==> src/common/afe_pkg.sv <==
//////////////////////////////////////////////////////////////////////
// Analog front end shared definitions
// Data widths, PWM and bus sizes, DAC reset hold length
// Register map, ID word, reset sequencer states
// Negative-slope code conversion
//////////////////////////////////////////////////////////////////////

package afe_pkg;

  // Sample path
  localparam int ADC_RAW_W = 16;  // ADC pin word
  localparam int SMP_W     = 14;  // Sample width
  localparam int SUM_W     = 15;  // Mixer sum, one guard bit

  // Unsigned code that converts to a zero sample
  localparam logic [SMP_W-1:0] ADC_MID_CODE = {1'b0, {(SMP_W-1){1'b1}}};

  typedef logic signed [SMP_W-1:0] smp_t;

  // PWM DACs
  localparam int PWM_W      = 8;
  localparam int PWM_N      = 4;
  localparam int PWM_PERIOD = 2**PWM_W;  // Cycles per period

  // Reset sequencing
  localparam int DAC_RST_CYCLES = 16;
  localparam int DAC_CNT_W      = $clog2(DAC_RST_CYCLES + 1);

  // Strobe bus
  localparam int BUS_AW = 8;
  localparam int BUS_DW = 32;
  localparam logic [BUS_DW-1:0] AFE_ID = 32'h0AFE_0001;

  // Register byte addresses
  typedef enum logic [BUS_AW-1:0] {
    REG_ID   = 8'h00,  // Read only
    REG_CTRL = 8'h04,  // Bit 0 digital loopback
    REG_PWM0 = 8'h10,
    REG_PWM1 = 8'h14,
    REG_PWM2 = 8'h18,
    REG_PWM3 = 8'h1C
  } reg_addr_e;

  typedef enum logic [1:0] {
    ST_WAIT_LOCK,  // Core and DAC in reset
    ST_DAC_RST,    // Core running, DAC still held
    ST_RUN
  } rst_state_e;

  // Negative-slope unsigned <-> two's complement, same op both ways
  function automatic logic [SMP_W-1:0] slope_flip(input logic [SMP_W-1:0] code);
    return {code[SMP_W-1], ~code[SMP_W-2:0]};
  endfunction

endpackage

==> src/analog/adc_frontend.sv <==
//////////////////////////////////////////////////////////////////////
// ADC front end
// Pin registers, negative-slope to two's complement conversion,
// digital loopback select
//////////////////////////////////////////////////////////////////////

`timescale 1ns/1ps

module adc_frontend import afe_pkg::*; (
  input  logic                 adc_clk,
  input  logic                 rst_n_i,
  input  logic [ADC_RAW_W-1:0] adc_dat_a_i,
  input  logic [ADC_RAW_W-1:0] adc_dat_b_i,
  input  logic                 digital_loop_i,
  input  smp_t                 loop_a_i,        // Saturated DAC samples
  input  smp_t                 loop_b_i,
  output smp_t                 adc_a_o,
  output smp_t                 adc_b_o
);

logic [SMP_W-1:0] raw_a, raw_b;  // Registered pin codes

// Low reserved bits dropped at the pins
always_ff @(posedge adc_clk)
begin
  if (!rst_n_i)
  begin
    raw_a <= ADC_MID_CODE;  // Reads as zero
    raw_b <= ADC_MID_CODE;
  end
  else
  begin
    raw_a <= adc_dat_a_i[ADC_RAW_W-1 -: SMP_W];
    raw_b <= adc_dat_b_i[ADC_RAW_W-1 -: SMP_W];
  end
end

// Loopback bypasses the pin register
assign adc_a_o = digital_loop_i ? loop_a_i : smp_t'(slope_flip(raw_a));
assign adc_b_o = digital_loop_i ? loop_b_i : smp_t'(slope_flip(raw_b));

endmodule

==> src/analog/dac_mixer.sv <==
//////////////////////////////////////////////////////////////////////
// DAC mixer
// Generator plus feedback sum, saturation to 14 bits,
// negative-slope DAC code output registers
//////////////////////////////////////////////////////////////////////

`timescale 1ns/1ps

module dac_mixer import afe_pkg::*; (
  input  logic             adc_clk,
  input  logic             dac_rst_i,    // Holds both DAC words at zero
  input  smp_t             gen_a_i,
  input  smp_t             gen_b_i,
  input  smp_t             fb_a_i,
  input  smp_t             fb_b_i,
  output smp_t             sat_a_o,      // Saturated sum, combinational
  output smp_t             sat_b_o,
  output logic [SMP_W-1:0] dac_dat_a_o,
  output logic [SMP_W-1:0] dac_dat_b_o
);

logic signed [SUM_W-1:0] sum_a, sum_b;

// Clamp to full scale when the guard bit disagrees with the sign
function automatic smp_t saturate(input logic signed [SUM_W-1:0] s);
  if (s[SUM_W-1] != s[SUM_W-2])
    return {s[SUM_W-1], {(SMP_W-1){~s[SUM_W-1]}}};
  return s[SMP_W-1:0];
endfunction

// Sign extended into the guard bit
assign sum_a = gen_a_i + fb_a_i;
assign sum_b = gen_b_i + fb_b_i;

assign sat_a_o = saturate(sum_a);
assign sat_b_o = saturate(sum_b);

//////////////////////////////////////////////////////////////////////
// Output registers
//////////////////////////////////////////////////////////////////////

always_ff @(posedge adc_clk)
begin
  if (dac_rst_i)
  begin
    dac_dat_a_o <= '0;
    dac_dat_b_o <= '0;
  end
  else
  begin
    dac_dat_a_o <= slope_flip(sat_a_o);  // Back to neg-slope code
    dac_dat_b_o <= slope_flip(sat_b_o);
  end
end

endmodule

==> src/hdl/afe_regs.sv <==
//////////////////////////////////////////////////////////////////////
// Register block on the strobe bus
// ID word, control bit for digital loopback, four PWM duties
// One-cycle ack per strobe, error on unmapped address
//////////////////////////////////////////////////////////////////////

`timescale 1ns/1ps

module afe_regs import afe_pkg::*; (
  input  logic                        adc_clk,
  input  logic                        rst_n_i,
  // Strobe bus
  input  logic [BUS_AW-1:0]           sys_addr_i,
  input  logic [BUS_DW-1:0]           sys_wdata_i,
  input  logic                        sys_wen_i,
  input  logic                        sys_ren_i,
  output logic [BUS_DW-1:0]           sys_rdata_o,
  output logic                        sys_ack_o,
  output logic                        sys_err_o,
  // Configuration
  output logic                        digital_loop_o,
  output logic [PWM_N-1:0][PWM_W-1:0] duty_o
);

logic [BUS_DW-1:0] rd_data;   // Read mux
logic              addr_hit;  // Address is in the map

//////////////////////////////////////////////////////////////////////
// Address decode and read mux
//////////////////////////////////////////////////////////////////////

always_comb
begin
  addr_hit = 1'b1;
  rd_data  = '0;
  case (sys_addr_i)
    REG_ID:   rd_data = AFE_ID;
    REG_CTRL: rd_data = BUS_DW'(digital_loop_o);
    REG_PWM0: rd_data = BUS_DW'(duty_o[0]);
    REG_PWM1: rd_data = BUS_DW'(duty_o[1]);
    REG_PWM2: rd_data = BUS_DW'(duty_o[2]);
    REG_PWM3: rd_data = BUS_DW'(duty_o[3]);
    default:  addr_hit = 1'b0;  // Reads back zero
  endcase
end

//////////////////////////////////////////////////////////////////////
// Write path and response
//////////////////////////////////////////////////////////////////////

always_ff @(posedge adc_clk)
begin
  if (!rst_n_i)
  begin
    sys_ack_o      <= 1'b0;
    sys_err_o      <= 1'b0;
    digital_loop_o <= 1'b0;
    duty_o         <= '0;
  end
  else
  begin
    sys_ack_o <= sys_wen_i | sys_ren_i;                // Fixed 1 cycle answer
    sys_err_o <= (sys_wen_i | sys_ren_i) & ~addr_hit;
    if (sys_wen_i)
    begin
      case (sys_addr_i)
        REG_CTRL: digital_loop_o <= sys_wdata_i[0];
        REG_PWM0: duty_o[0]      <= sys_wdata_i[PWM_W-1:0];
        REG_PWM1: duty_o[1]      <= sys_wdata_i[PWM_W-1:0];
        REG_PWM2: duty_o[2]      <= sys_wdata_i[PWM_W-1:0];
        REG_PWM3: duty_o[3]      <= sys_wdata_i[PWM_W-1:0];
        default:  ;              // REG_ID and holes ignored
      endcase
    end
  end
end

// Read data valid with the ack only
always_ff @(posedge adc_clk)
  sys_rdata_o <= sys_ren_i ? rd_data : '0;

//////////////////////////////////////////////////////////////////////
// Assertions
//////////////////////////////////////////////////////////////////////

// Error only together with an ack, holes read back zero
a_err_ack: assert property (@(posedge adc_clk) disable iff (!rst_n_i)
  sys_err_o |-> (sys_ack_o && sys_rdata_o == '0))
  else $error("sys_err_o without ack or with nonzero read data");

a_strobe_excl: assert property (@(posedge adc_clk) disable iff (!rst_n_i)
  !(sys_wen_i && sys_ren_i))
  else $error("wen and ren high together");

endmodule

==> src/hdl/afe_reset_seq.sv <==
//////////////////////////////////////////////////////////////////////
// Reset sequencer
// Waits for PLL lock, releases the core, then holds the DAC
// in reset for a fixed number of cycles
//////////////////////////////////////////////////////////////////////

`timescale 1ns/1ps

module afe_reset_seq import afe_pkg::*; (
  input  logic adc_clk,
  input  logic rst_n_i,       // Synchronous, active low
  input  logic pll_locked_i,
  output logic core_rstn_o,   // Active low
  output logic dac_rst_o      // Active high
);

rst_state_e           state;
logic [DAC_CNT_W-1:0] hold_cnt;  // DAC hold length counter

always_ff @(posedge adc_clk)
begin
  // Lost lock acts as a reset
  if (!rst_n_i || !pll_locked_i)
  begin
    state    <= ST_WAIT_LOCK;
    hold_cnt <= '0;
  end
  else
  begin
    case (state)
      ST_WAIT_LOCK:
      begin
        state    <= ST_DAC_RST;  // Lock seen
        hold_cnt <= '0;
      end
      ST_DAC_RST:
      begin
        if (hold_cnt == DAC_CNT_W'(DAC_RST_CYCLES - 1))
          state <= ST_RUN;
        hold_cnt <= hold_cnt + 1'b1;
      end
      default: state <= ST_RUN;  // Stay until lock or reset drops
    endcase
  end
end

assign core_rstn_o = (state != ST_WAIT_LOCK);
assign dac_rst_o   = (state != ST_RUN);

//////////////////////////////////////////////////////////////////////
// Assertions
//////////////////////////////////////////////////////////////////////

// DAC leaves reset only at the end of a full hold
a_dac_rst_exit: assert property (@(posedge adc_clk)
  $fell(dac_rst_o) |->
    $past(state == ST_DAC_RST && hold_cnt == DAC_CNT_W'(DAC_RST_CYCLES - 1)))
  else $error("dac_rst_o fell before the full hold count");

// Full hold length after the core is released
a_dac_rst_hold: assert property (@(posedge adc_clk)
  $rose(core_rstn_o) |-> dac_rst_o [*DAC_RST_CYCLES])
  else $error("DAC reset hold shorter than DAC_RST_CYCLES");

endmodule

==> src/hdl/afe_top.sv <==
//////////////////////////////////////////////////////////////////////
// Analog front end top level
// Reset sequencer, register block, ADC front end, DAC mixer
// and four PWM DAC channels on one shared period timer
//////////////////////////////////////////////////////////////////////

`timescale 1ns/1ps

module afe_top import afe_pkg::*; (
  // Clock and reset
  input  logic                    adc_clk,
  input  logic                    rst_n_i,
  input  logic                    pll_locked_i,
  // ADC pins and generator / feedback samples
  input  logic [ADC_RAW_W-1:0]    adc_dat_a_i,
  input  logic [ADC_RAW_W-1:0]    adc_dat_b_i,
  input  smp_t                    gen_a_i,
  input  smp_t                    gen_b_i,
  input  smp_t                    fb_a_i,
  input  smp_t                    fb_b_i,
  // Converted ADC samples
  output smp_t                    adc_a_o,
  output smp_t                    adc_b_o,
  // DAC
  output logic [SMP_W-1:0]        dac_dat_a_o,
  output logic [SMP_W-1:0]        dac_dat_b_o,
  output logic                    dac_rst_o,
  // PWM DACs
  output logic [PWM_N-1:0]        pwm_o,
  // Strobe bus
  input  logic [BUS_AW-1:0]       sys_addr_i,
  input  logic [BUS_DW-1:0]       sys_wdata_i,
  input  logic                    sys_wen_i,
  input  logic                    sys_ren_i,
  output logic [BUS_DW-1:0]       sys_rdata_o,
  output logic                    sys_ack_o,
  output logic                    sys_err_o
);

//////////////////////////////////////////////////////////////////////
// Local wires
//////////////////////////////////////////////////////////////////////

logic                          core_rstn;     // Low only while waiting for lock
logic                          digital_loop;
logic [PWM_N-1:0][PWM_W-1:0]   duty;
smp_t                          sat_a, sat_b;  // Saturated mixer samples
logic [PWM_W-1:0]              pwm_cnt;
logic                          period_start;

//////////////////////////////////////////////////////////////////////
// Reset and registers
//////////////////////////////////////////////////////////////////////

afe_reset_seq i_reset_seq (
  .adc_clk      (adc_clk     ),
  .rst_n_i      (rst_n_i     ),
  .pll_locked_i (pll_locked_i),
  .core_rstn_o  (core_rstn   ),
  .dac_rst_o    (dac_rst_o   )
);

afe_regs i_regs (
  .adc_clk        (adc_clk     ),
  .rst_n_i        (core_rstn   ),
  .sys_addr_i     (sys_addr_i  ),
  .sys_wdata_i    (sys_wdata_i ),
  .sys_wen_i      (sys_wen_i   ),
  .sys_ren_i      (sys_ren_i   ),
  .sys_rdata_o    (sys_rdata_o ),
  .sys_ack_o      (sys_ack_o   ),
  .sys_err_o      (sys_err_o   ),
  .digital_loop_o (digital_loop),
  .duty_o         (duty        )
);

//////////////////////////////////////////////////////////////////////
// Analog paths
//////////////////////////////////////////////////////////////////////

adc_frontend i_adc (
  .adc_clk        (adc_clk     ),
  .rst_n_i        (core_rstn   ),
  .adc_dat_a_i    (adc_dat_a_i ),
  .adc_dat_b_i    (adc_dat_b_i ),
  .digital_loop_i (digital_loop),
  .loop_a_i       (sat_a       ),  // DAC sample fed back
  .loop_b_i       (sat_b       ),
  .adc_a_o        (adc_a_o     ),
  .adc_b_o        (adc_b_o     )
);

dac_mixer i_dac (
  .adc_clk     (adc_clk    ),
  .dac_rst_i   (dac_rst_o  ),
  .gen_a_i     (gen_a_i    ),
  .gen_b_i     (gen_b_i    ),
  .fb_a_i      (fb_a_i     ),
  .fb_b_i      (fb_b_i     ),
  .sat_a_o     (sat_a      ),
  .sat_b_o     (sat_b      ),
  .dac_dat_a_o (dac_dat_a_o),
  .dac_dat_b_o (dac_dat_b_o)
);

//////////////////////////////////////////////////////////////////////
// PWM DACs
//////////////////////////////////////////////////////////////////////

pwm_timer i_pwm_timer (
  .adc_clk        (adc_clk     ),
  .rst_n_i        (core_rstn   ),
  .cnt_o          (pwm_cnt     ),
  .period_start_o (period_start)
);

for (genvar i = 0; i < PWM_N; i++)
begin : g_pwm
  pwm_channel i_pwm (
    .adc_clk        (adc_clk     ),
    .rst_n_i        (core_rstn   ),
    .duty_i         (duty[i]     ),
    .cnt_i          (pwm_cnt     ),
    .period_start_i (period_start),
    .pwm_o          (pwm_o[i]    )
  );
end

endmodule

==> src/pwm/pwm_channel.sv <==
//////////////////////////////////////////////////////////////////////
// PWM channel
// Duty buffered at period start, compared against the shared count
//////////////////////////////////////////////////////////////////////

`timescale 1ns/1ps

module pwm_channel import afe_pkg::*; (
  input  logic             adc_clk,
  input  logic             rst_n_i,
  input  logic [PWM_W-1:0] duty_i,          // From register block
  input  logic [PWM_W-1:0] cnt_i,
  input  logic             period_start_i,
  output logic             pwm_o
);

logic [PWM_W-1:0] duty_q;    // Duty of the running period
logic [PWM_W-1:0] duty_cur;

// New duty already valid at count 0
assign duty_cur = period_start_i ? duty_i : duty_q;

always_ff @(posedge adc_clk)
begin
  if (!rst_n_i)
  begin
    duty_q <= '0;
    pwm_o  <= 1'b0;
  end
  else
  begin
    if (period_start_i)
      duty_q <= duty_i;
    pwm_o <= (cnt_i < duty_cur);  // Exactly duty high cycles per period
  end
end

// Zero duty gives a silent period
a_zero_duty: assert property (@(posedge adc_clk) disable iff (!rst_n_i)
  (period_start_i && duty_i == '0) |=> !pwm_o [*PWM_PERIOD])
  else $error("pwm_o high in a zero duty period");

endmodule

==> src/pwm/pwm_timer.sv <==
//////////////////////////////////////////////////////////////////////
// PWM period timer
// Free-running counter shared by all PWM channels
//////////////////////////////////////////////////////////////////////

`timescale 1ns/1ps

module pwm_timer import afe_pkg::*; (
  input  logic             adc_clk,
  input  logic             rst_n_i,
  output logic [PWM_W-1:0] cnt_o,          // 0 .. PWM_PERIOD-1
  output logic             period_start_o  // High while count is 0
);

// Wraps naturally at the counter width
always_ff @(posedge adc_clk)
begin
  if (!rst_n_i)
    cnt_o <= '0;
  else
    cnt_o <= cnt_o + 1'b1;
end

assign period_start_o = (cnt_o == '0);

endmodule

==> config.mk <==
export PLATFORM = sky130hd
export DESIGN_NAME = afe_top
export DESIGN_NICKNAME = d
export VERILOG_FILES = /design/src/common/afe_pkg.sv /design/src/analog/adc_frontend.sv /design/src/analog/dac_mixer.sv /design/src/hdl/afe_regs.sv /design/src/hdl/afe_reset_seq.sv /design/src/hdl/afe_top.sv /design/src/pwm/pwm_channel.sv /design/src/pwm/pwm_timer.sv
export SDC_FILE = /design/constraint.sdc
export NUM_CORES = 1
export LEC_CHECK = 0
export BUFFER_PORTS_ARGS = -buffer_cell sky130_fd_sc_hd__buf_2
export CAP_MARGIN = 30
export CORE_ASPECT_RATIO = 0.6
export CORE_MARGIN = 2
export CORE_UTILIZATION = 45
export CTS_CLUSTER_DIAMETER = 150
export DETAILED_ROUTE_END_ITERATION = 10
export HOLD_SLACK_MARGIN = 0.03
export PLACE_DENSITY = 0.8
export SYNTH_ARGS = -nofsm -noshare
export SYNTH_HDL_FRONTEND = slang
export SYNTH_HIERARCHICAL = 1
export SYNTH_SLANG_ARGS = --single-unit
==> constraint.sdc <==
create_clock -name adc_clk -period 6.65 [get_ports adc_clk]
set_input_delay 0.3325 -clock adc_clk [delete_from_list [all_inputs] [get_ports adc_clk]]
set_output_delay 0.3325 -clock adc_clk [all_outputs]
set_load 0.02 [all_outputs]
# Word level (Yosys, flattened, before mapping)
# Index checks and enable logic that the tools add are counted.
dict set report op_classes {
  add_sub_neg 4
  n_eq_ne 11
  n_reduce_logical 14
  mux 17
  n_lt_le_gt_ge 4
  bitwise 9
}
# cell n
set op_table {}
lappend op_table {{one-hot mux 28 bit (6 select lines)} 1}
lappend op_table {{2-to-1 mux 14 bit} 6}
lappend op_table {{inverter 13 bit} 4}
lappend op_table {{equality test 8 x 5 -> 1 bit (second input constant)} 4}
lappend op_table {{less-than comparator 8 bit} 4}
lappend op_table {{2-to-1 mux 8 bit} 4}
lappend op_table {{adder 14 x 14 -> 15 bit} 2}
lappend op_table {{logical NOT 8 bit} 2}
lappend op_table {{one-hot mux 5 bit (2 select lines)} 1}
lappend op_table {{AND reduction 2 bit} 5}
lappend op_table {{adder 8 x 1 -> 8 bit (second input constant)} 1}
lappend op_table {{equality test 8 x 3 -> 1 bit (second input constant)} 1}
lappend op_table {{OR reduction 6 bit} 1}
lappend op_table {{adder 5 x 1 -> 5 bit (second input constant)} 1}
lappend op_table {{equality test 5 x 4 -> 1 bit (second input constant)} 1}
lappend op_table {{one-hot mux 2 bit (2 select lines)} 1}
lappend op_table {{nonzero test 2 bit} 2}
lappend op_table {{2-to-1 mux 1 bit} 3}
lappend op_table {{inverter 1 bit} 3}
lappend op_table {{equality test 2 x 1 -> 1 bit (second input constant)} 1}
lappend op_table {{logical NOT 1 bit} 2}
lappend op_table {{logical NOT 2 bit} 1}
lappend op_table {{2-to-1 mux 2 bit} 1}
lappend op_table {{inequality test 1 bit} 2}
lappend op_table {{other kinds (5)} 5}
dict set report totals {
  wordCells 82
  reg_bits 174
  out_inout_bits 95
  in_bits 133
}

# Logic depth before layout (Yosys ltp)
# Gate-level depths: netlist (run 1).
dict set report logic_depth {
  word_depth 5
  mapped_depth 12
  ltp_nobuf 11
}

# Modules after synthesis
# Netlist (run 1), hierarchy kept.
# module area_each_um2 cells_per_inst instances seq_area_each_um2
set modules_own_cells {}
lappend modules_own_cells {dac_mixer 2346.0 294 1 560.5}
lappend modules_own_cells {afe_regs 1988.2 194 1 880.8}
lappend modules_own_cells {pwm_channel 486.7 44 4 180.2}
lappend modules_own_cells {adc_frontend 1074.8 118 1 560.5}
lappend modules_own_cells {pwm_timer 360.3 38 1 160.2}
lappend modules_own_cells {afe_reset_seq 324.1 36 1 140.1}

# Worst setup path after synthesis (run 1)
# No wires, ideal clock.
dict set report synth_timing {
  path_type {input port to output port}
  from {input port gen_a_i[0]}
  to {output port adc_a_o[10]}
  arrival_ns 2.721
  path_slack_ns 3.596
  cell_stages 12
  cell_sequence {ha_1 inv_1 fa_1 nand2b_1 a21o_1 a311oi_1 nor2_1 o31ai_2 buf_2 maj3_1 nand2_1 o21ai_0}
}
dict set report synth_via {
  elab_chain_len 5
  word_cells_on_any_way 7
}
# element line
set synth_lines {}
lappend synth_lines {{start: declaration} afe_top.sv:17} ;# input smp_t gen_a_i,
lappend synth_lines {{adder 14 x 14 -> 15 bit (*)} dac_mixer.sv:32} ;# assign sum_a = gen_a_i + fb_a_i;
lappend synth_lines {{inequality test 1 bit or inverter 1 bit (tied branches)} {dac_mixer.sv:26, dac_mixer.sv:27}}
lappend synth_lines {{2-to-1 mux 1 bit or 2-to-1 mux 14 bit (tied branches)} dac_mixer.sv:26} ;# if (s[SUM_W-1] != s[SUM_W-2])
lappend synth_lines {{2-to-1 mux 14 bit (*)} dac_mixer.sv:28} ;# return s[SMP_W-1:0];
lappend synth_lines {{named net sat_a[10]} afe_top.sv:47} ;# smp_t sat_a, sat_b;
lappend synth_lines {{2-to-1 mux 14 bit (*)} adc_frontend.sv:39} ;# assign adc_a_o = digital_loop_i ? loop_a_i : smp_t'(slope_flip(raw_a));
lappend synth_lines {{end: declaration} afe_top.sv:22} ;# output smp_t adc_a_o,
# Mark *: on every way through the listed nets, which the timed path passes. The rest lies on a longest branch. The select of a mux whose other input is x is not followed.

# Final worst setup path (run 1)
dict set report layout_timing {
  from {input port gen_a_i[0]}
  to {output port adc_a_o[12]}
}
# Same word-level chain as after synthesis.

==> impl.org, run 1 <==
** Status
- Run status :: finished, final reports clean

** Final layout
- The finished cells cover 0.009633 mm2.
- After filler insertion, the fill cell instance count of the layout stands at 1578.
- Final antenna diode count :: 0
- From synthesis to final layout, the design area changed by 19.81%.
- In the final layout, the share of cells above drive strength 1 is 24.59%.
- Total number of nets in the final design :: 1219

** Detailed routing
- Detailed Routing Iterations Pass 1 :: 5
- After the first detailed-routing iteration, the DRC count stood at 382.
- Total detailed-routing wirelength :: between 15 and 20 mm
- Detail-routed net length per standard cell :: around 16 um
- In the routed design, unresolved DRC markers number 0.
- Routed vias/inst :: 5.211
- The detail route stage leaves a number of antenna-violating nets equal to 0.
- The final route contains 6623 vias.

** Logic synthesis
- Post-Syn Area :: 0.008040 mm2
- After synthesis, the share of flip-flops with an asynchronous set or reset is 0%.
- Counting every instance in the synthesized netlist gives 856.
- Area fraction of the dominant cell type after synthesis :: 37.60%
- Seq/Total Area, Yosys :: 37.60%
- sky130_fd_sc_hd__dfxtp_1 takes more of the synthesized area than any other cell.
- Primary FF master, synth :: sky130_fd_sc_hd__dfxtp_1
- During synthesis, Yosys emitted a total of 6 warnings.
- Synthesis instantiated 72 different standard cells from the library.
- After synthesis the netlist holds a flip-flop and latch count of 151.
- Post-synth EDFFs :: 0
- A synthesized cell averages 9.393 um2.
- Synth top area cells :: sky130_fd_sc_hd__dfxtp_1, sky130_fd_sc_hd__ha_1, sky130_fd_sc_hd__mux2i_1, sky130_fd_sc_hd__nand2_1, sky130_fd_sc_hd__nor2b_1

** Critical path
- CP Cell Sequence :: buf_2 > ha_1 > inv_1 > fa_1 > nand2b_1 > a21o_1 > a311oi_1 > nor2_1 > o31ai_2 > buf_6 > maj3_1 > nand2_1 > o21ai_1 > buf_2
- Measured in cells, the most critical reg-to-reg path has a length of 10.
- Crit path largest cell delay :: approximately 0.54 ns
- Source of the worst register-to-register timing path :: i_pwm_timer/cnt_o[0]
- Launching element type of the critical path :: primary input
- On the critical path, the stage with the largest delay is an instance of sky130_fd_sc_hd__o31ai_2.
- Startpoint-to-endpoint class of the critical path :: in -> out
- Critical path capture point type :: primary output
- Critical Path AT :: 3.18 ns
- Max Fanout on Critical Path :: 9
- In this design, the critical path's most frequently occurring cell is sky130_fd_sc_hd__buf_2.
- In this run the critical register-to-register path is captured at g_pwm[0].i_pwm/pwm_o.
- Across all register-to-register paths, the minimum setup slack is 3.45 ns.
- Required time at the worst-slack endpoint :: 6.32 ns

** Hold path
- Hold/Removal Path Class :: in -> reg
- Worst hold stages :: 2
- End point of the worst hold path :: i_adc/raw_a[4]
- Hold path start :: adc_dat_a_i[6]

** Floorplan
- The die is 176.6 um wide.
- For this configuration, the core starts out at a cell density of 46.44%.
- Std cell rows :: 37
- Pin placement for this block handled 228 I/O pins.
- Y dimension of the die :: 107.5 um
- Area of the core region :: 0.01731 mm2
- The floorplan step defined a die boundary enclosing 0.01899 mm2.

** STA
- Timing would allow up to 284.3 MHz.
- Transition time at the pin with the least slew margin :: 0.6504 ns
- On the final layout, the worst clock skew is about 0.010 ns.
- Setup repair after global routing missed its margin :: no
- Post-layout worst setup margin :: 3.133 ns
- Setup violations remaining at the end of the flow were counted as 0.
- Clock period minus worst slack :: ~3.5 ns
- The number of slew-limit violations in the final report came to 0.
- Worst rel slew slack :: a little under three fifths
- Adding up every negative setup slack in the final design gives 0 ns.
- Dividing the final minimum period by the clock period gives 52.89%.
- Final count of hold timing violations :: 0

** CTS
- Clock latency on the worst-skew pair, taken at its later pin, is roughly 0.42 ns.
- Maximum count of clock buffers along a single path :: 2
- CTS tree :: yes
- The cell sitting at the root of the clock tree is a sky130_fd_sc_hd__clkbuf_16.
- After clock tree synthesis, the clock-pin slew on the worst setup and hold paths is 0.06 ns.
- In this run, post-CTS hold repair placed 0 buffers.
- Resize count post-CTS :: 0
- Num Clock Sinks :: between 150 and 200
- H-tree depth :: 4
- Clock buffer count from CTS :: 17
- Post-CTS timing repair inserted 0 buffers for setup.

** Pwr
- Peak ir drop on the vdd network :: ~160 uV
- Of the total power, combinational logic draws 14.5%.
- Relative contribution of sequential cells to total power :: 39.3%
- The clock network burns 46.2% of the power.
- Summed over all nets, the switching power comes to 604.4 uW.
- Internal power comes to about 1.7 mW.
- P_leak :: 4.381 nW
- Sw frac :: between 20 and 30%
- For this design the ratio of total power to cell area is ~240 mW/mm2.

** Place
- OpenSTA, run right after detailed placement, puts the worst setup slack at 3.134 ns.
- Area after DPL :: 0.008974 mm2
- Count of port buffers added during placement :: roughly 180
- Once detailed placement completed, the half-perimeter wirelength came to between 10 and 15 mm.
- RD Place Congestion :: 0.8822

** Global route
- Summed over all layers, the global routing overflow is 0.
- Number of global-route vias before repair :: roughly 6200
- The initial antenna violation count came to 1.
- The first global-routing pass estimated 31.17 mm of wire.
- Entering global routing, the biggest net connects 74 pins.
- Overall Global Routing Usage :: 20.86%

** Run
- The tool flagged a number of max-cap violations equal to 0.
layer usage:
metal	GRT usage (%)	routed length [um]	vias up
met4	4.723	200	2
li1	-	-	3288
met2	31.36	8414	222
met5	0	13	-
met3	4.838	1375	22
met1	30.21	9850	3089
registers in the layout, indices dropped and copies added (netlist names), 5 cells and up:
register	cells
i_adc/raw_b	14
i_dac/dac_dat_b_o	14
i_reset_seq/hold_cnt	5
i_adc/raw_a	14
i_pwm_timer/cnt_o	8
g_pwm.i_pwm/duty_q	32
i_dac/dac_dat_a_o	14
i_regs/duty_o	32
i_regs/sys_rdata_o	9
through the flow:
stage	cells	hold WS (ns)	util [%]	total power, mW
floorplan	870	0.4289	-	1.186
global placement	1238	0.4411	51.76	1.263
detailed placement	1239	0.4461	51.83	1.274
CTS	1271	0.08123	55.64	2.347
global route	1271	0.08283	55.64	2.428
finish	1271	0.09300	55.64	2.339
cell type report:
type                            instances  area [um2]  area share [%]
Clock buffer                           19       442.9           4.598
Clock inverter                         13       216.5           2.247
Inverter                               30       112.6           1.169
Multi-Input combinational cell        633        4567           47.41
Sequential cell                       151        3024           31.39
Tap cell                              234       292.8           3.039
Timing Repair Buffer                  191       977.2           10.14
Yosys cell counts (12+ instances only):
library cell                 n
sky130_fd_sc_hd__dfxtp_1   151
sky130_fd_sc_hd__nand2_1    95
sky130_fd_sc_hd__mux2i_1    69
sky130_fd_sc_hd__ha_1       60
sky130_fd_sc_hd__nor2_1     50
sky130_fd_sc_hd__a21oi_1    48
sky130_fd_sc_hd__nor2b_1    45
sky130_fd_sc_hd__nand2b_1   31
sky130_fd_sc_hd__inv_1      30
sky130_fd_sc_hd__buf_4      26
sky130_fd_sc_hd__o21ai_0    23
sky130_fd_sc_hd__o21ai_1    17
sky130_fd_sc_hd__maj3_1     13
sky130_fd_sc_hd__clkbuf_1   12
sky130_fd_sc_hd__xnor2_1    12
logic make-up after synthesis:
family	synth area share [%]
AOI/OAI and AO/OA	11.31
other	0.04664
and+or+nand+nor	19.93
DFF	37.60
xor gates and xnor gates	2.179
buffers and inverters	6.365
muxes	10.97
adders and majority gates	11.59
how the worst max path moves through the flow:
| stage | start | endpoint | slack [ns] | cells past startpoint |
|---|---|---|---|---|
| detailed placement | gen_a_i[0] | adc_a_o[12] | 3.13 | 14 |
| global placement | gen_a_i[0] | adc_a_o[0] | 2.81 | 13 |
| CTS | gen_a_i[0] | adc_a_o[12] | 3.13 | 14 |
| floorplan | gen_a_i[0] | adc_a_o[10] | 3.60 | 12 |
| finish | gen_a_i[0] | adc_a_o[12] | 3.13 | 14 |
| global route | gen_b_i[0] | adc_b_o[2] | 2.89 | 14 |
cells in the final DEF, fill, tap and decap left out, types with 30 or more instances in the layout:
cell	instances
sky130_fd_sc_hd__a21oi_1	48
sky130_fd_sc_hd__buf_2	184
sky130_fd_sc_hd__dfxtp_1	150
sky130_fd_sc_hd__ha_1	60
sky130_fd_sc_hd__inv_1	30
sky130_fd_sc_hd__mux2i_1	69
sky130_fd_sc_hd__nand2_1	95
sky130_fd_sc_hd__nand2b_1	31
sky130_fd_sc_hd__nor2_1	50
sky130_fd_sc_hd__nor2b_1	45
worst max-delay path, delay by kind of cell:
family / cells / cell delay [ns]
buffers and inverters: 4 / 0.53
adder cells (fa/ha/maj): 3 / 0.79
AO/OA/AOI/OAI: 4 / 1.16
AND/OR/NAND/NOR: 3 / 0.37
power groups by stage:
| stage | Clock, mW | Sequential (mW) | Combinational (mW) |
|---|---|---|---|
| after CTS | 1.09 | 0.919 | 0.336 |
| after global routing | 1.14 | 0.919 | 0.372 |
| after floorplan | 0 | 0.938 | 0.248 |
| after detailed placement | 0 | 0.939 | 0.335 |
| after global placement | 0 | 0.938 | 0.325 |
| final | 1.08 | 0.919 | 0.340 |
Note: power is estimated with default switching activity, not from simulation.
==> inputs of run 2 (changes only) <==
- PLACE_DENSITY: 0.8 -> 0.82
- clock period: 6.65 -> 3 ns (I/O delays scaled with it)
==> impl.org, run 2 (synthesis gave the netlist of run 1 again) <==
** Global route
- GR met1 Demand/Resource :: 30.07% (-0.13 points)
- The initial antenna violation count came to 0 (-1).
- Global-route wire length before repair :: 32.06 mm (+2.9%)
- Total gr overflow :: 0 (unchanged)
- Largest net degree at the start of global routing :: 52 (-30%)
- Number of global-route vias before repair :: 6419 (+4.2%)
- Global Route met3 Usage :: 5.226% (+0.39 points)
- Overall Global Routing Usage :: 21.48% (+0.62 points)
- The layer flagged by global routing as most heavily used is met2.
- Met2 track demand over resource in global routing :: 33.54% (+2.2 points)

** Final layout
- The cell area after layout is 0.009998 mm2 (+3.8%).
- Ratio of cells with drive above 1 in the final layout :: 25.16% (+0.57 points)
- Commonest cells after routing, fill and taps aside :: sky130_fd_sc_hd__buf_2, sky130_fd_sc_hd__dfxtp_1, sky130_fd_sc_hd__nand2_1
- Area growth from synthesis to final layout :: 24.35%
- Leaving out fill and tap cells, the most frequent cell in the layout is sky130_fd_sc_hd__buf_2.
- The net total in the final layout was 1263 (+3.6%).
- Final antenna diode count :: 0 (unchanged)
- Area of all sequential standard cells :: 0.003024 mm2 (unchanged)
- The largest registers in the layout are g_pwm.i_pwm/duty_q x32, i_regs/duty_o x32.
- The total area of multi-input combinational cells is 0.004594 mm2 (+0.60%).
- The total of fill cells in the finished design is 1486 (-5.8%).

** CTS
- The CTS H-tree depth was 4 (unchanged).
- The buffer levels on the longest clock path came to 2 (unchanged).
- CTS tree :: yes
- CTS placed an instance of sky130_fd_sc_hd__clkbuf_16 at the clock tree root.
- Post CTS Setup Buffer Count :: 0 (unchanged)
- Num Clock Sinks :: 151 (unchanged)
- The clock latency of the later-clocked register in the worst-skew pair is 0.41 ns (about the same).
- The clock transition at the register clock pins on the worst setup and hold paths after CTS is 0.06 ns (about the same).
- The number of buffers created by CTS came to 17 (unchanged).

** Pwr
- P_leak :: 4.546 nW (+3.8%)
- Overall power :: 4.946 mW (+110%)
- The power density relative to cell area is 494.6 mW/mm2 (+100%).
- Peak ir drop on the vdd network :: 322.0 uV (+100%)

** Detailed routing
- The number of DRC violations after detailed-routing iteration 0 came to 606 (+59%).
- Detail-routed net length per standard cell :: 15.65 um (+0.17%)
- Routed vias/inst :: 5.235 (+0.46%)
- DRC violation count after routing :: 0 (unchanged)
- The number of nets still failing antenna checks after routing came to 0 (unchanged).
- The total routed wirelength is 20.58 mm (+3.6%).
- The number of vias in the routed layout was 6884 (+3.9%).
- The first-pass detailed-route iteration total came to 7 (+2).

** Critical path
- The worst reg-to-reg setup slack came to 0.22 ns (-3.23 ns).
- The path depth of the worst reg2reg path is 10 (unchanged).
- Launching element type of the critical path :: primary input
- By startpoint and endpoint, the worst setup path is classified as in -> out.
- The arrival time of the worst setup path came to 2.72 ns (-0.46 ns).
- Source of the worst register-to-register timing path :: i_pwm_timer/cnt_o[0]
- The critical-path maximum fanout came to 11 (+2).
- Critical path capture point type :: primary output
- Crit Reg-Reg Endpoint :: g_pwm[3].i_pwm/pwm_o
- Required time at the worst-slack endpoint :: 2.85 ns (-3.47 ns)
- The critical path starts at gen_b_i[0].

** Floorplan
- The die outline height was 107.5 um (unchanged).
- Area of the core region :: 0.01731 mm2 (unchanged)
- Top-level port count :: 228 (unchanged)
- The die outline width is 176.6 um (unchanged).
- Die area :: 0.01899 mm2 (unchanged)
- Std cell rows :: 37 (unchanged)
- The starting density of the core was 46.44% (unchanged).

** STA
- The sum of negative setup slack was 0 ns (unchanged).
- The final hold violation count was 0 (unchanged).
- Count of final max-slew check failures :: 0 (unchanged)
- Subtracting the final worst setup slack from the clock period gives 2.869 ns.
- The smallest setup slack after layout came to 0.1310 ns (-3.002 ns).
- Worst rel slew slack :: 53.88% (-2.6 points)
- The final critical path takes up 95.63% of the cycle.
- The slew at the pin with the worst max-slew slack came to 0.6919 ns (+0.04151 ns).
- Final setup skew :: 0.01287 ns (+0.002589 ns)
- Based on the critical path, the design can be clocked at up to between 300 and 400 MHz.
- The final setup violation count is 0 (unchanged).

** Place
- The routability-driven placement congestion ratio came to 0.8673 (-1.7%).
- Area after DPL :: 0.009087 mm2 (+1.3%)
- The HPWL reported at the end of detailed placement is 15.11 mm (+1.7%).
- Setup WS pre-CTS :: 0.08167 ns (-3.052 ns)
- The number of buffers added on ports is 184 (unchanged).

** Status
- Run status :: finished, final reports clean

** Run
- The max-capacitance violation count was 0 (unchanged).

** Hold path
- In this run the most critical hold path is launched from sys_wen_i.
- End point of the worst hold path :: i_regs/sys_ack_o
- Hold/Removal Path Class :: in -> reg
- The hold-critical path depth is 3 (+1).
-- run 2: cell count changes in the layout (fill, tap and decap cells not counted), sizes merged --
cell	delta
clkinv	+1
clkbuf	-1
buf	+14
bufinv	-3
dlygate4sd3	+30
clkinvlp	+3
-- run 2: cell type report --
class,instances,area share (%)
clock buffers,18,4.292
flip-flops and latches,151,30.25
well taps,234,2.928
multi-input cells,633,45.95
inverters,30,1.126
clock inverters,14,1.502
repair buffers,235,13.95
-- run 2: worst max path at each step --
stage | end | slack, ns | cells past startpoint
6_report | adc_b_o[0] | 0.13 | 14
5_1_grt | adc_b_o[4] | -0.02 | 12
4_1_cts | adc_a_o[0] | 0.09 | 14
3_5_place_dp | adc_a_o[0] | 0.08 | 14
3_3_place_gp | adc_a_o[0] | 0.16 | 14
2_1_floorplan | g_pwm[0].i_pwm/pwm_o | 0.18 | 10
-- run 2: metrics by stage --
| stage | util [%] | instances | hold slack, ns |
|---|---|---|---|
| after global routing | 57.75 | 1315 | 0.07284 |
| after floorplan | - | 870 | 0.2464 |
| after CTS | 57.57 | 1315 | 0.03311 |
| final | 57.75 | 1315 | 0.05021 |
| after global placement | 52.49 | 1253 | 0.3298 |
| after detailed placement | 52.49 | 1253 | 0.3309 |
-- run 2: repair_timing --
action,CTS,global route
hold endpoints to repair,30,0
gates resized for setup,0,5
hold buffers,30,0
setup endpoints to repair,0,20
-- run 2: layer usage --
layer	wire (um)	vias up
met4	141	0
met1	10030	3209
met3	1472	15
met5	0	-
li1	-	3387
met2	8932	273
-- run 2: worst max-delay path, stage by stage --
cell	delay (ns)
sky130_fd_sc_hd__buf_2	0.10
sky130_fd_sc_hd__ha_1	0.20
sky130_fd_sc_hd__inv_1	0.07
sky130_fd_sc_hd__fa_1	0.20
sky130_fd_sc_hd__nand2b_1	0.15
sky130_fd_sc_hd__a21oi_1	0.12
sky130_fd_sc_hd__o41ai_2	0.51
sky130_fd_sc_hd__a31oi_2	0.22
sky130_fd_sc_hd__nor4_1	0.33
sky130_fd_sc_hd__buf_4	0.23
sky130_fd_sc_hd__o21ai_1	0.10
sky130_fd_sc_hd__nand2_1	0.09
sky130_fd_sc_hd__o21ai_1	0.07
sky130_fd_sc_hd__buf_2	0.17
-- run 2: where the power goes --
part,leakage [nW],internal [mW],total (mW),switching (mW)
logic,3.06,0.354,0.814,0.460
clock network,0.265,1.23,2.10,0.870
registers,1.22,2.03,2.03,0.00711
==> inputs of run 3 (changes only) <==
--- a/config.mk
+++ b/config.mk
@@ -14,7 +14,6 @@
 export DETAILED_ROUTE_END_ITERATION = 10
 export HOLD_SLACK_MARGIN = 0.03
-export PLACE_DENSITY = 0.82
+export PLACE_DENSITY = 0.83
 export SYNTH_ARGS = -nofsm -noshare
 export SYNTH_HDL_FRONTEND = slang
-export SYNTH_HIERARCHICAL = 1
 export SYNTH_SLANG_ARGS = --single-unit
==> constraint.sdc (replaced) <==
create_clock -name adc_clk -period 3 [get_ports adc_clk]
set_input_delay 0.45 -clock adc_clk [delete_from_list [all_inputs] [get_ports adc_clk]]
set_output_delay 0.45 -clock adc_clk [all_outputs]
set_load 0.01 [all_outputs]
==> impl.org, run 3 <==
** Global route
- Number of global-route vias before repair :: 6975 (+8.7%)
- Total gr overflow :: 0 (unchanged)
- The overall global routing resource usage was 25.26% (+3.8 points).
- The first-pass GRT wire length came to 36.56 mm (+14%).
- Largest net degree at the start of global routing :: 40 (-23%)
- Number of antenna violations at the first check in global routing :: 0 (unchanged)

** Critical path
- Max Fanout on Critical Path :: 7 (-4)
- Source of the worst register-to-register timing path :: i_pwm_timer.cnt_o[0]
- The arrival time of the worst setup path is 2.82 ns (+0.10 ns).
- Crit Reg-Reg Endpoint :: g_pwm[2].i_pwm.pwm_o
- By startpoint and endpoint, the worst setup path is classified as in -> out.
- The required time of the critical path was 2.55 ns (-0.30 ns).
- The worst reg-to-reg setup slack came to 0.18 ns (-0.04 ns).
- The worst setup path is launched from a primary input.
- The critical path ends at adc_a_o[2].
- The path depth of the worst reg2reg path is 11 (+1).
- Critical path capture point type :: primary output
- Source of the critical timing path :: gen_a_i[0]

** Logic synthesis
- Area fraction of the dominant cell type after synthesis :: 39.40% (+1.8 points)
- Mean instance size in the synthesized netlist :: 8.860 um2 (-5.7%)
- By area the synthesized netlist is led by sky130_fd_sc_hd__dfxtp_1, sky130_fd_sc_hd__ha_1, sky130_fd_sc_hd__a21oi_1, sky130_fd_sc_hd__nand2_1, sky130_fd_sc_hd__mux2i_1.
- The fraction of registers with async set or reset after synthesis came to 0% (unchanged).
- Yosys Warn Count :: 0 (-6)
- Post-Syn Area :: 0.007672 mm2 (-4.6%)
- Cell taking the most area after synthesis :: sky130_fd_sc_hd__dfxtp_1
- Most used standard cell by instance count after synthesis :: sky130_fd_sc_hd__dfxtp_1
- The number of flops mapped to enable cells by yosys came to 0 (unchanged).
- Distinct cell type count of the synthesized netlist :: 60 (-17%)
- The count of mapped cells out of synthesis was 866 (+1.2%).
- Primary FF master, synth :: sky130_fd_sc_hd__dfxtp_1
- Post-synthesis sequential element count :: 151 (unchanged)
- The post-synthesis sequential area ratio is 39.40% (+1.8 points).
- In the synthesized netlist, the cells that appear most often are sky130_fd_sc_hd__dfxtp_1, sky130_fd_sc_hd__nand2_1, sky130_fd_sc_hd__a21oi_1, sky130_fd_sc_hd__nor2_1, sky130_fd_sc_hd__ha_1.

** Pwr
- The switching power is 1.473 mW (+10%).
- The maximum resistive drop on vdd is 366.3 uV (+14%).
- The power density relative to cell area is 490.2 mW/mm2 (-0.91%).
- Internal portion of total power :: 3.599 mW (-0.27%)
- Relative contribution of sequential cells to total power :: 40.1% (-1.0 points)
- Comb power frac :: 20.4% (+3.9 points)
- P_leak :: 4.526 nW (-0.46%)
- The switching part of the total is 29.03% (+2.0 points).
- The clock network fraction of design power was 39.5% (-3.0 points).

** Detailed routing
- Antenna Violating Nets Remaining :: 0 (unchanged)
- Total detailed-routing wirelength :: 24.06 mm (+17%)
- Iter 0 DRT Violations :: 647 (+6.8%)
- DRC violation count after routing :: 0 (unchanged)
- The detailed-route vias per instance came to 5.475 (+4.6%).
- The number of vias in the routed layout was 7451 (+8.2%).
- Detailed Routing Iterations Pass 1 :: 6 (-1)
- Detail-routed net length per standard cell :: 17.68 um (+13%)

** Place
- Detailed placement HPWL :: 16.70 mm (+11%)
- Placed cells :: 1304 (+4.1%)
- The number of buffers added on ports was 184 (unchanged).
- The routability-driven placement congestion ratio came to 0.9497 (+9.5%).
- The placed standard-cell area came to 0.009158 mm2 (+0.77%).

** CTS
- Maximum count of clock buffers along a single path :: 2 (unchanged)
- The number of buffers inserted by hold repair at cts was 0 (-100%).
- The CTS H-tree depth was 4 (unchanged).
- Clock buffer count from CTS :: 17 (unchanged)
- In this run the clock root is driven by a sky130_fd_sc_hd__clkbuf_16.
- Clock-pin slew reported for the worst setup and hold paths after clock tree synthesis :: 0.07 ns (about the same)
- Num Clock Sinks :: 151 (unchanged)
- TritonCTS built the clock tree.
- Clock latency on the worst-skew pair :: 0.41 ns (about the same)

** STA
- Setup repair after global routing could not meet its margin everywhere.
- The upper clock frequency limit came to 305.8 MHz (-12%).
- Number of setup violations in the final report :: 25 (+25)
- Final count of hold timing violations :: 0 (unchanged)
- Post-layout worst setup margin :: -0.2701 ns (-0.4010 ns)
- The worst slew margin relative to its limit came to 42.64% (-11 points).
- The post-layout minimum cycle time was 3.270 ns (+0.4010 ns).
- The post-route clock period utilization was 109.0% (+13 points).
- The slew at the pin with the worst max-slew slack is 0.8546 ns (+0.1628 ns).
- Final setup skew :: 0.01022 ns (-0.002659 ns)
- The number of slew-limit violations in the final report is 0 (unchanged).

** Floorplan
- Std cell rows :: 36 (-2.7%)
- The floorplan die area was 0.01814 mm2 (-4.4%).
- Width of the die :: 172.6 um (-2.3%)
- The count of pins on the block boundary is 228 (unchanged).
- Area of the core region :: 0.01644 mm2 (-5.0%)
- The die outline height came to 105.1 um (-2.2%).
- Initial core utilization :: 46.67% (+0.23 points)

** Final layout
- Final antenna diode count :: 0 (unchanged)
- Number of non-filler instances in the completed layout :: 1361 (+3.5%)
- Area growth from synthesis to final layout :: 34.87%
- Leaving out fill and tap cells, the most frequent cell in the layout is sky130_fd_sc_hd__buf_2.
- Non-Filler Cell Area, Final :: 0.01035 mm2 (+3.5%)
- Commonest cells after routing, fill and taps aside :: sky130_fd_sc_hd__buf_2, sky130_fd_sc_hd__dfxtp_1, sky130_fd_sc_hd__buf_4
- The fraction of final layout cells with drive strength greater than 1 is 37.42% (+12 points).
- The net total in the final layout was 1315 (+4.1%).
- The largest registers in the layout are g_pwm.i_pwm.duty_q x32, i_regs.duty_o x32.

** Hold path
- Hold path start :: adc_dat_a_i[2]
- The min-delay analysis places its worst path in the category in -> reg.

** Status
- Run status :: finished, violations left
- The final reports fail on negative setup slack.

** Run
- Maxcap violations :: 0 (unchanged)
run 3: power groups by stage:
stage	Clock [mW]	Sequential, mW	Combinational [mW]
after global placement	0	2.08	0.790
after global routing	2.12	2.04	1.10
after detailed placement	0	2.08	0.807
after floorplan	0	2.08	0.496
final	2.01	2.03	1.03
after CTS	2.03	2.03	0.937
run 3: cell families (layout without fill, tap and decap cells):
| family | count (synthesis) | count (layout) | synth area share, % |
|---|---|---|---|
| XOR/XNOR | 24 | 24 | 2.740 |
| adder cells (fa/ha/maj) | 62 | 62 | 10.31 |
| multiplexers | 37 | 37 | 4.843 |
| buffers and inverters | 77 | 328 | 5.708 |
| AO/OA/AOI/OAI | 215 | 215 | 18.72 |
| other | 1 | 15 | 0.04888 |
| flip-flops | 151 | 151 | 39.40 |
| AND/OR/NAND/NOR | 299 | 301 | 18.23 |
run 3: final cells by class:
class | count | area (um2)
fillers | 1344 | 6093
multi-input cells | 654 | 4705
flip-flops and latches | 151 | 3023
repair buffers | 284 | 1747
clock buffers | 18 | 429.2
well taps | 228 | 285.3
clock inverters | 14 | 113.9
inverters | 12 | 45.04
run 3: layer usage:
layer | track usage [%] | vias up | share of wire, %
met5 | 0 | - | 0
met4 | 5.678 | 0 | 1.4
met3 | 4.840 | 33 | 6.5
met2 | 39.73 | 338 | 46
met1 | 35.80 | 3546 | 46
li1 | - | 3534 | -
run 3: worst min path at each step:
stage                            end  cells past startpoint  slack [ns]
2_1_floorplan  i_regs.sys_rdata_o[0]                      2        0.44
3_3_place_gp       i_regs.duty_o[10]                      2        0.46
3_5_place_dp        i_regs.duty_o[3]                      2        0.46
4_1_cts              i_adc.raw_a[11]                      2        0.20
5_1_grt               i_adc.raw_b[0]                      2        0.20
6_report              i_adc.raw_a[0]                      2        0.21
run 3: critical path, cell delays in order:
cell and delay [ns]:
sky130_fd_sc_hd__buf_6 0.10, sky130_fd_sc_hd__ha_4 0.16, sky130_fd_sc_hd__fa_2 0.34, sky130_fd_sc_hd__a211o_1 0.34, sky130_fd_sc_hd__a211o_1 0.29, sky130_fd_sc_hd__a41oi_2 0.26
sky130_fd_sc_hd__a21boi_1 0.10, sky130_fd_sc_hd__mux2i_1 0.15, sky130_fd_sc_hd__buf_4 0.16, sky130_fd_sc_hd__and2_4 0.24, sky130_fd_sc_hd__a22oi_2 0.08, sky130_fd_sc_hd__buf_2 0.17
run 3: timing repair:
item | 4_1_cts | 5_1_grt
setup buffers | 17 | 6
pin swaps | 30 | 26
endpoints found under the setup margin | 28 | 28
resized for setup | 60 | 29
gates cloned | 3 | 0
run 3: through the flow:
step	setup slack, ns	hold slack [ns]	util [%]	total power [mW]	TNS, ns
6_report	-0.2701	0.2125	62.94	5.072	-3.280
5_1_grt	-0.3852	0.2005	62.94	5.260	-5.963
4_1_cts	-0.1837	0.2034	61.79	5.000	-1.938
3_5_place_dp	-0.4170	0.4647	55.70	2.885	-8.612
3_3_place_gp	-0.3441	0.4614	55.70	2.868	-7.170
2_1_floorplan	0.02170	0.4445	-	2.574	0
